File: src/verilog/fetch_pkg.sv
package fetch_pkg;

  // --------------------------------------------------------------------------
  // Core widths
  // --------------------------------------------------------------------------

  // Address and data width
  localparam int XLEN = 64;
  // Instruction width, no compressed encodings
  localparam int ILEN = 32;

  // Fetch starts here after reset
  localparam logic [XLEN-1:0] BOOT_PC = 64'h1000;

  // --------------------------------------------------------------------------
  // Instruction buffer
  // --------------------------------------------------------------------------

  // Entries, also the cap on requests in flight
  localparam int BUF_DEPTH = 4;
  localparam int BUF_IDX_W = 2;

  // --------------------------------------------------------------------------
  // Branch target buffer
  // --------------------------------------------------------------------------

  localparam int BTB_ENTRIES = 16;
  // Index from PC[5:2]
  localparam int BTB_IDX_W = 4;
  // Everything above the index
  localparam int BTB_TAG_W = XLEN - BTB_IDX_W - 2;

  // Fetch control states
  typedef enum logic [1:0] {
    FETCH_IDLE,
    FETCH_RUN,
    FETCH_STALL
  } fetch_state_t;

endpackage

File: src/verilog/pc_gen.sv
`timescale 1ns/1ps

module pc_gen (
  input  logic                       clk_i,
  input  logic                       rst_n_i,
  input  logic                       pc_adv_i,
  input  logic                       comm_except_raised_i,
  input  logic [fetch_pkg::XLEN-1:0] comm_except_pc_i,
  input  logic                       bu_res_valid_i,
  input  logic                       bu_res_mispredict_i,
  input  logic                       bu_res_taken_i,
  input  logic [fetch_pkg::XLEN-1:0] bu_res_pc_i,
  input  logic [fetch_pkg::XLEN-1:0] bu_res_target_i,
  input  logic                       pred_taken_i,
  input  logic [fetch_pkg::XLEN-1:0] pred_target_i,
  output logic [fetch_pkg::XLEN-1:0] pc_o,
  output logic                       pc_valid_o,
  output logic                       redirect_o
);

  import fetch_pkg::*;

  logic [XLEN-1:0] next_pc;
  logic [XLEN-1:0] add_base;
  logic [XLEN-1:0] seq_pc;
  logic            mispredict;

  // Redirect detection
  assign mispredict = bu_res_valid_i & bu_res_mispredict_i;
  assign redirect_o = comm_except_raised_i | mispredict;
  // Current PC is wrong path while redirecting
  assign pc_valid_o = ~redirect_o;

  // Shared incrementer, resolved branch PC on a mispredict
  assign add_base = mispredict ? bu_res_pc_i : pc_o;
  assign seq_pc   = add_base + XLEN'(ILEN / 8);

  // --------------------------------------------------------------------------
  // Next PC priority
  // --------------------------------------------------------------------------
  always_comb begin
    if (comm_except_raised_i) begin
      next_pc = comm_except_pc_i;
    end else if (mispredict) begin
      // Taken goes to target, not taken falls through
      next_pc = bu_res_taken_i ? bu_res_target_i : seq_pc;
    end else if (pred_taken_i) begin
      next_pc = pred_target_i;
    end else begin
      next_pc = seq_pc;
    end
  end

  // PC register, loads only when fetch control advances
  always_ff @(posedge clk_i or negedge rst_n_i) begin
    if (!rst_n_i) begin
      pc_o <= BOOT_PC;
    end else if (pc_adv_i) begin
      pc_o <= next_pc;
    end
  end

  // Redirect and prediction sources must keep word alignment
  a_pc_aligned: assert property (
    @(posedge clk_i) disable iff (!rst_n_i) pc_o[1:0] == 2'b00
  );

endmodule

File: src/verilog/branch_predictor.sv
`timescale 1ns/1ps

module branch_predictor (
  input  logic                       clk_i,
  input  logic                       rst_n_i,
  input  logic [fetch_pkg::XLEN-1:0] lookup_pc_i,
  input  logic                       upd_valid_i,
  input  logic [fetch_pkg::XLEN-1:0] upd_pc_i,
  input  logic [fetch_pkg::XLEN-1:0] upd_target_i,
  input  logic                       upd_taken_i,
  output logic                       pred_taken_o,
  output logic [fetch_pkg::XLEN-1:0] pred_target_o
);

  import fetch_pkg::*;

  // Entry storage
  logic [BTB_ENTRIES-1:0] valid_q;
  logic [BTB_TAG_W-1:0]   tag_q    [BTB_ENTRIES];
  logic [XLEN-1:0]        target_q [BTB_ENTRIES];
  logic [1:0]             cnt_q    [BTB_ENTRIES];

  logic [BTB_IDX_W-1:0] lkp_idx;
  logic [BTB_TAG_W-1:0] lkp_tag;
  logic [BTB_IDX_W-1:0] upd_idx;
  logic [BTB_TAG_W-1:0] upd_tag;
  logic                 upd_hit;
  logic [1:0]           cnt_new;

  // --------------------------------------------------------------------------
  // Lookup
  // --------------------------------------------------------------------------
  assign lkp_idx = lookup_pc_i[BTB_IDX_W+1:2];
  assign lkp_tag = lookup_pc_i[XLEN-1:BTB_IDX_W+2];

  // Counter MSB set means weakly or strongly taken
  assign pred_taken_o  = valid_q[lkp_idx] && (tag_q[lkp_idx] == lkp_tag) &&
                         cnt_q[lkp_idx][1];
  assign pred_target_o = target_q[lkp_idx];

  // --------------------------------------------------------------------------
  // Training
  // --------------------------------------------------------------------------
  assign upd_idx = upd_pc_i[BTB_IDX_W+1:2];
  assign upd_tag = upd_pc_i[XLEN-1:BTB_IDX_W+2];
  assign upd_hit = valid_q[upd_idx] && (tag_q[upd_idx] == upd_tag);

  // Saturating counter step, fresh entries start weak
  always_comb begin
    if (!upd_hit) begin
      cnt_new = upd_taken_i ? 2'd2 : 2'd1;
    end else if (upd_taken_i && (cnt_q[upd_idx] != 2'd3)) begin
      cnt_new = cnt_q[upd_idx] + 2'd1;
    end else if (!upd_taken_i && (cnt_q[upd_idx] != 2'd0)) begin
      cnt_new = cnt_q[upd_idx] - 2'd1;
    end else begin
      cnt_new = cnt_q[upd_idx];
    end
  end

  // Valid bits
  always_ff @(posedge clk_i or negedge rst_n_i) begin
    if (!rst_n_i) begin
      valid_q <= '0;
    end else if (upd_valid_i) begin
      valid_q[upd_idx] <= 1'b1;
    end
  end

  // Tag, target and counter
  always_ff @(posedge clk_i) begin
    if (upd_valid_i) begin
      tag_q[upd_idx] <= upd_tag;
      cnt_q[upd_idx] <= cnt_new;
      // Keep the old target on a not-taken hit
      if (upd_taken_i || !upd_hit) begin
        target_q[upd_idx] <= upd_target_i;
      end
    end
  end

endmodule

File: src/verilog/fetch_ctrl.sv
`timescale 1ns/1ps

module fetch_ctrl (
  input  logic clk_i,
  input  logic rst_n_i,
  input  logic pc_valid_i,
  input  logic redirect_i,
  input  logic buf_full_i,
  input  logic mem_ready_i,
  output logic mem_req_o,
  output logic req_accept_o,
  output logic pc_adv_o
);

  import fetch_pkg::*;

  fetch_state_t state_q;
  fetch_state_t state_d;

  // --------------------------------------------------------------------------
  // State machine
  // --------------------------------------------------------------------------
  always_comb begin
    state_d = state_q;
    case (state_q)
      // One idle cycle out of reset
      FETCH_IDLE: begin
        state_d = FETCH_RUN;
      end
      FETCH_RUN: begin
        if (buf_full_i) begin
          state_d = FETCH_STALL;
        end
      end
      FETCH_STALL: begin
        // A redirect frees the buffer at the same edge
        if (!buf_full_i || redirect_i) begin
          state_d = FETCH_RUN;
        end
      end
      default: begin
        state_d = FETCH_IDLE;
      end
    endcase
  end

  always_ff @(posedge clk_i or negedge rst_n_i) begin
    if (!rst_n_i) begin
      state_q <= FETCH_IDLE;
    end else begin
      state_q <= state_d;
    end
  end

  // --------------------------------------------------------------------------
  // Request and PC advance
  // --------------------------------------------------------------------------

  // Gated by the next state so a full buffer blocks the request at once
  assign mem_req_o    = (state_q != FETCH_IDLE) & (state_d == FETCH_RUN) & pc_valid_i;
  assign req_accept_o = mem_req_o & mem_ready_i;
  // PC moves on an accepted request or any redirect
  assign pc_adv_o     = req_accept_o | redirect_i;

  a_no_req_when_full: assert property (
    @(posedge clk_i) disable iff (!rst_n_i) mem_req_o |-> !buf_full_i
  );

endmodule

File: src/verilog/flush_drop_counter.sv
`timescale 1ns/1ps

module flush_drop_counter (
  input  logic clk_i,
  input  logic rst_n_i,
  input  logic req_accept_i,
  input  logic rsp_valid_i,
  input  logic flush_i,
  output logic rsp_keep_o
);

  import fetch_pkg::*;

  // Requests in flight and wrong-path responses still owed
  logic [BUF_IDX_W:0] outst_q;
  logic [BUF_IDX_W:0] outst_d;
  logic [BUF_IDX_W:0] drop_q;

  // Nothing left to discard
  assign rsp_keep_o = (drop_q == '0);

  always_comb begin
    outst_d = outst_q;
    if (req_accept_i && !rsp_valid_i) begin
      outst_d = outst_q + 1'b1;
    end else if (!req_accept_i && rsp_valid_i) begin
      outst_d = outst_q - 1'b1;
    end
  end

  always_ff @(posedge clk_i or negedge rst_n_i) begin
    if (!rst_n_i) begin
      outst_q <= '0;
      drop_q  <= '0;
    end else begin
      outst_q <= outst_d;
      // Everything still in flight after a redirect is wrong path
      if (flush_i) begin
        drop_q <= outst_d;
      end else if (rsp_valid_i && !rsp_keep_o) begin
        drop_q <= drop_q - 1'b1;
      end
    end
  end

  // Memory answers only what was asked
  a_rsp_has_req: assert property (
    @(posedge clk_i) disable iff (!rst_n_i) rsp_valid_i |-> outst_q != '0
  );

  // Credit limit held by fetch control
  a_outst_bound: assert property (
    @(posedge clk_i) disable iff (!rst_n_i) outst_q <= (BUF_IDX_W+1)'(BUF_DEPTH)
  );

endmodule

File: src/verilog/instr_buffer.sv
`timescale 1ns/1ps

module instr_buffer (
  input  logic                       clk_i,
  input  logic                       rst_n_i,
  input  logic                       alloc_i,
  input  logic [fetch_pkg::XLEN-1:0] alloc_pc_i,
  input  logic                       fill_i,
  input  logic [fetch_pkg::ILEN-1:0] fill_instr_i,
  input  logic                       flush_i,
  input  logic                       issue_ready_i,
  output logic                       full_o,
  output logic                       instr_valid_o,
  output logic [fetch_pkg::ILEN-1:0] instr_o,
  output logic [fetch_pkg::XLEN-1:0] instr_pc_o
);

  import fetch_pkg::*;

  // Entry payload
  logic [XLEN-1:0] pc_q    [BUF_DEPTH];
  logic [ILEN-1:0] instr_q [BUF_DEPTH];

  // Control
  logic [BUF_DEPTH-1:0] filled_q;
  logic [BUF_IDX_W-1:0] head_q;
  logic [BUF_IDX_W-1:0] fill_ptr_q;
  logic [BUF_IDX_W-1:0] tail_q;
  logic [BUF_IDX_W:0]   count_q;
  logic                 pop;

  // --------------------------------------------------------------------------
  // Decode side
  // --------------------------------------------------------------------------
  assign full_o        = (count_q == (BUF_IDX_W+1)'(BUF_DEPTH));
  // Head shown only once its response is in
  assign instr_valid_o = filled_q[head_q];
  assign instr_o       = instr_q[head_q];
  assign instr_pc_o    = pc_q[head_q];
  assign pop           = instr_valid_o & issue_ready_i;

  // --------------------------------------------------------------------------
  // Pointers and occupancy
  // --------------------------------------------------------------------------
  always_ff @(posedge clk_i or negedge rst_n_i) begin
    if (!rst_n_i) begin
      head_q     <= '0;
      fill_ptr_q <= '0;
      tail_q     <= '0;
      count_q    <= '0;
      filled_q   <= '0;
    end else if (flush_i) begin
      // Drop every entry, pointers realigned
      head_q     <= '0;
      fill_ptr_q <= '0;
      tail_q     <= '0;
      count_q    <= '0;
      filled_q   <= '0;
    end else begin
      if (alloc_i) begin
        tail_q <= tail_q + 1'b1;
      end
      // Responses arrive in order
      if (fill_i) begin
        fill_ptr_q           <= fill_ptr_q + 1'b1;
        filled_q[fill_ptr_q] <= 1'b1;
      end
      if (pop) begin
        head_q           <= head_q + 1'b1;
        filled_q[head_q] <= 1'b0;
      end
      case ({alloc_i, pop})
        2'b10:   count_q <= count_q + 1'b1;
        2'b01:   count_q <= count_q - 1'b1;
        default: count_q <= count_q;
      endcase
    end
  end

  // Payload writes
  always_ff @(posedge clk_i) begin
    if (alloc_i) begin
      pc_q[tail_q] <= alloc_pc_i;
    end
    if (fill_i) begin
      instr_q[fill_ptr_q] <= fill_instr_i;
    end
  end

  // Fill needs an allocated, still empty slot
  a_fill_target: assert property (
    @(posedge clk_i) disable iff (!rst_n_i)
    fill_i |-> (fill_ptr_q != tail_q) || (full_o && !filled_q[fill_ptr_q])
  );

endmodule

File: src/verilog/fetch_unit.sv
`timescale 1ns/1ps

module fetch_unit (
  input  logic                       clk_i,
  input  logic                       rst_n_i,
  // Commit
  input  logic                       comm_except_raised_i,
  input  logic [fetch_pkg::XLEN-1:0] comm_except_pc_i,
  // Branch unit
  input  logic                       bu_res_valid_i,
  input  logic [fetch_pkg::XLEN-1:0] bu_res_pc_i,
  input  logic [fetch_pkg::XLEN-1:0] bu_res_target_i,
  input  logic                       bu_res_taken_i,
  input  logic                       bu_res_mispredict_i,
  output logic                       bu_ready_o,
  // Instruction memory
  output logic                       mem_req_o,
  output logic [fetch_pkg::XLEN-1:0] mem_addr_o,
  input  logic                       mem_ready_i,
  input  logic                       mem_rsp_valid_i,
  input  logic [fetch_pkg::ILEN-1:0] mem_rsp_instr_i,
  // Decode
  output logic                       instr_valid_o,
  output logic [fetch_pkg::ILEN-1:0] instr_o,
  output logic [fetch_pkg::XLEN-1:0] instr_pc_o,
  input  logic                       issue_ready_i
);

  import fetch_pkg::*;

  logic [XLEN-1:0] pc;
  logic            pc_valid;
  logic            redirect;
  logic            pred_taken;
  logic [XLEN-1:0] pred_target;
  logic            pc_adv;
  logic            req_accept;
  logic            rsp_keep;
  logic            buf_full;
  logic            fetch_full;
  logic            buf_fill;

  assign mem_addr_o = pc;
  assign bu_ready_o = pc_adv;
  // Only kept responses reach the buffer
  assign buf_fill   = mem_rsp_valid_i & rsp_keep;
  // Hold requests while wrong-path responses drain
  assign fetch_full = buf_full | ~rsp_keep;

  pc_gen u_pc_gen (
    .clk_i(clk_i), .rst_n_i(rst_n_i), .pc_adv_i(pc_adv),
    .comm_except_raised_i(comm_except_raised_i), .comm_except_pc_i(comm_except_pc_i),
    .bu_res_valid_i(bu_res_valid_i), .bu_res_mispredict_i(bu_res_mispredict_i),
    .bu_res_taken_i(bu_res_taken_i), .bu_res_pc_i(bu_res_pc_i),
    .bu_res_target_i(bu_res_target_i), .pred_taken_i(pred_taken),
    .pred_target_i(pred_target), .pc_o(pc), .pc_valid_o(pc_valid), .redirect_o(redirect)
  );

  // Trained by every resolution
  branch_predictor u_branch_predictor (
    .clk_i(clk_i), .rst_n_i(rst_n_i), .lookup_pc_i(pc),
    .upd_valid_i(bu_res_valid_i), .upd_pc_i(bu_res_pc_i),
    .upd_target_i(bu_res_target_i), .upd_taken_i(bu_res_taken_i),
    .pred_taken_o(pred_taken), .pred_target_o(pred_target)
  );

  fetch_ctrl u_fetch_ctrl (
    .clk_i(clk_i), .rst_n_i(rst_n_i), .pc_valid_i(pc_valid), .redirect_i(redirect),
    .buf_full_i(fetch_full), .mem_ready_i(mem_ready_i), .mem_req_o(mem_req_o),
    .req_accept_o(req_accept), .pc_adv_o(pc_adv)
  );

  flush_drop_counter u_flush_drop_counter (
    .clk_i(clk_i), .rst_n_i(rst_n_i), .req_accept_i(req_accept),
    .rsp_valid_i(mem_rsp_valid_i), .flush_i(redirect), .rsp_keep_o(rsp_keep)
  );

  instr_buffer u_instr_buffer (
    .clk_i(clk_i), .rst_n_i(rst_n_i), .alloc_i(req_accept), .alloc_pc_i(pc),
    .fill_i(buf_fill), .fill_instr_i(mem_rsp_instr_i), .flush_i(redirect),
    .issue_ready_i(issue_ready_i), .full_o(buf_full), .instr_valid_o(instr_valid_o),
    .instr_o(instr_o), .instr_pc_o(instr_pc_o)
  );

endmodule

File: config.mk
export PLATFORM = sky130hd
export DESIGN_NAME = fetch_unit
export DESIGN_NICKNAME = d
export VERILOG_FILES = /design/src/verilog/fetch_pkg.sv /design/src/verilog/pc_gen.sv /design/src/verilog/branch_predictor.sv /design/src/verilog/fetch_ctrl.sv /design/src/verilog/flush_drop_counter.sv /design/src/verilog/instr_buffer.sv /design/src/verilog/fetch_unit.sv
export SDC_FILE = /design/constraint.sdc
export NUM_CORES = 2
export LEC_CHECK = 0
export BUFFER_PORTS_ARGS = -buffer_cell sky130_fd_sc_hd__buf_2
export CORE_MARGIN = 2
export CORE_UTILIZATION = 60
export CTS_BUF_LIST = sky130_fd_sc_hd__clkbuf_4 sky130_fd_sc_hd__clkbuf_8
export DETAILED_ROUTE_END_ITERATION = 12
export GPL_TIMING_DRIVEN = 0
export PLACE_DENSITY_LB_ADDON = 0.08
export SYNTH_ARGS = -nofsm -noshare
export SYNTH_HDL_FRONTEND = slang
export SYNTH_HIERARCHICAL = 1
export SYNTH_SLANG_ARGS = --single-unit
File: constraint.sdc
create_clock -name clk_i -period 16.53 [get_ports clk_i]
set_input_delay 3.306 -clock clk_i [delete_from_list [all_inputs] [get_ports clk_i]]
set_output_delay 3.306 -clock clk_i [all_outputs]
set_load 0.1 [all_outputs]
==> out/metrics.yaml <==
timing:
  rsz0062_at_grt: "no"
  fmax_mhz: 90.0
  slew_violations: 53
  period_share_pct: 67.2
  skew_ns: 0.101
  hold_ws_ns: 0.481
  slew_headroom_pct: -8.81
  tightest_slew_ns: 1.63
  hold_viol: 0
  min_period_ns: 11.11
  final-setup-viol-count: 0
  worst_slack_ns: 5.42
  fin_setup_tns_ns: 0
final_layout:
  final-instance-count-excl-fill: 9155
  area_delta_synth_final_pct: 14.9
  layout_common_cells: "edfxtp_1 (2368), mux4_2 (881), buf_2 (495)"
  multiInputGateArea_mm2: 0.0324
  layout-drive-gt1-share_pct: 34.6
  fillerInstances: 11500
  layout.nets: 6725
  final_common_cell: "edfxtp_1"
  ff_latch_area_mm2: 0.0736
route:
  avgRoutedWirePerCell_um: 43.7
  postRouteAntennaNets: 0
  viasPerCell: 7.41
  vias: 67900
  finalWirelength_mm: 400
  drtIter0Drc: 11600
  firstDrtPassIters: 8
  drc_errors: 0
floorplan:
  rows: 155
  die_w_um: 428
  io_pins: 396
  die_h_um: 428
  core-area_mm2: 0.179
  start_util_pct: 60.4
  die_area_mm2: 0.183
worst_setup_path:
  required_ns: 17.50
  worst-setup-path-type: "reg2reg"
  startpoint_type: "register"
  path_max_fanout: 10
  arrival_ns: 12.08
  reg2regPathDepth: 18
  endpoint_kind: "register"
synth:
  yosysWarnings: 6
  ys_ff_latch: 2469
  ys_async_sr_fraction_pct: 4.09
  synth_nets: 5759
  synth_cell_types: 108
  syn_avg_cell_area_um2: 19.6
  yosysSeqAreaShare_pct: 68.2
  synth.top_cell.area_share_pct: 65.9
  synthFlopType: "edfxtp_1"
  postSynthCellCount: 5506
  syn_area_mm2: 0.108
  synth_edf_count: 2368
  yosys.area.top_type: "edfxtp_1"
  synth_area_leaders: "edfxtp_1 (66%), mux4_2 (18%), dfrtp_1 (2.3%), mux2i_1 (2.3%), nand2_1 (0.91%)"
clock_tree:
  path_clk_slew_ns: 0.07
  cts_hold_buf: 0
  cts_sinks: 2469
  clock_latency_ns: 1.15
  h-tree-depth: 5
  cts.path.max_buffers: 4
  post-cts-setup-buffers: 0
  cts-resized-gates: 0
  cts_buffers: 407
  cts-root-buf: "clkbuf_8"
  cts_tree: "done"
grt:
  grt_pass1_vias: 65700
  grt_max_degree: 58
  grt_antenna_before_repair: 52
  grt.total_usage_pct: 43.8
  overflow: 0
  grt_pass1_wl_mm: 539
worst_hold_path:
  hold_path_depth: 1
  min_path_type: "reg2reg"
power_and_ir_drop:
  powerDensity_mw_per_mm2: 125
  leakagePower_nw: 40.9
  ir_worst_vdd_mv: 0.103
placement:
  dpl.cell_count: 8415
  portBuffers: 394
  dp_slack_ns: 5.65
  routabilityCongestion: 1.05
  dp_hpwl_mm: 282
run_status:
  violations: "max-capacitance violations, max-slew violations"
  outcome: "finished with violations"
run:
  cap_violations: 5
## cell type report
type / count / area share, %
multi-input cells: 2634 / 26.1
clock inverters: 206 / 1.15
flip-flops and latches: 2469 / 59.4
repair buffers: 557 / 3.98
clock buffers: 506 / 5.19
diodes: 25 / 0.0505
plain buffers: 345 / 1.52
inverters: 58 / 0.184
well taps: 2355 / 2.38
## Yosys cell counts (all sizes together), types with 24 or more instances
cell type and n:
a211oi 25, a21oi 45, a221oi 40, a22oi 53, a31oi 30, and3 24
buf 209, clkbuf 136, dfrtp 100, edfxtp 2368, inv 57, mux2 46
mux2i 246, mux4 881, nand2 263, nand3 66, nand4 81, nor2 118
nor2b 32, nor3 58, nor4 34, o21ai 114, o22ai 24, xnor2 90
xor2 59
## metrics by stage
step           total power [mW]  util [%]  area, um2
2_1_floorplan              9.09         -     108000
3_3_place_gp               10.2      63.2     113000
3_5_place_dp               10.3      64.9     116000
4_1_cts                    15.5      69.3     124000
5_1_grt                    15.9      69.4     124000
6_report                   15.5      69.4     124000
## state kept, by name, indices dropped and copies added, names as in the netlist
signal,count
u_branch_predictor/cnt_q,32
u_branch_predictor/tag_q,928
u_branch_predictor/target_q,1024
u_branch_predictor/valid_q,16
u_fetch_ctrl/state_q,2
u_flush_drop_counter/drop_q,3
u_flush_drop_counter/outst_q,3
u_instr_buffer/count_q,3
u_instr_buffer/fill_ptr_q,2
u_instr_buffer/filled_q,4
u_instr_buffer/head_q,2
u_instr_buffer/instr_q,128
u_instr_buffer/pc_q,256
u_instr_buffer/tail_q,2
u_pc_gen/pc_o,64
## report_power, final
group | switching, mW | internal (mW)
Sequential | 0.231 | 7.06
Clock | 2.43 | 2.84
Combinational | 1.97 | 1.02
## critical path, cell delays in order, from the launching register on
cell      delay (ns)
dfrtp_1         0.81
buf_2           0.34
clkbuf_1        0.74
buf_2           0.57
buf_2           0.58
clkbuf_1        1.12
clkbuf_1        0.78
o21ai_0         0.20
o211ai_1        0.62
o221ai_1        0.41
nor4_1          0.35
nand4_1         0.24
nor4_2          0.78
and2_1          0.30
clkbuf_1        0.63
buf_1           0.52
buf_1           0.91
a22oi_1         0.59
a41oi_1         0.36
## layer usage
metal	share of wire, %	vias to the layer above	wire, um	global-route usage (%)
li1	-	25300	-	-
met4	7.6	36	30500	28.1
met3	14	1264	57200	15.1
met1	34	35200	134000	56.9
met5	0.061	-	244	0
met2	44	6045	178000	63.7
## path summary, 6_finish.rpt
check	from	end	slack, ns
worst max register to register	u_pc_gen/pc_o[3]$_DFFE_PN0P_	u_pc_gen/pc_o[19]$_DFFE_PN0P_	5.42
worst max-delay path	u_pc_gen/pc_o[3]$_DFFE_PN0P_	u_pc_gen/pc_o[19]$_DFFE_PN0P_	5.42
max in group asynchronous	rst_n_i	u_pc_gen/pc_o[12]$_DFFE_PN1P_	13.62
worst min register to register	u_flush_drop_counter/outst_q[2]$_DFF_PN0_	u_flush_drop_counter/outst_q[2]$_DFF_PN0_	0.48
worst min-delay path	u_flush_drop_counter/outst_q[2]$_DFF_PN0_	u_flush_drop_counter/outst_q[2]$_DFF_PN0_	0.48
min in group asynchronous	rst_n_i	u_pc_gen/pc_o[53]$_DFFE_PN0P_	2.15
## logic make-up after synthesis
| logic type | synth area share (%) |
|---|---|
| flops | 68.2 |
| mux | 21.2 |
| simple gates | 3.88 |
| compound gates | 3.32 |
| buf+inv | 1.94 |
| xor+xnor | 1.22 |
| fa+ha+maj | 0.239 |
Power figures use the tool's default switching activity.
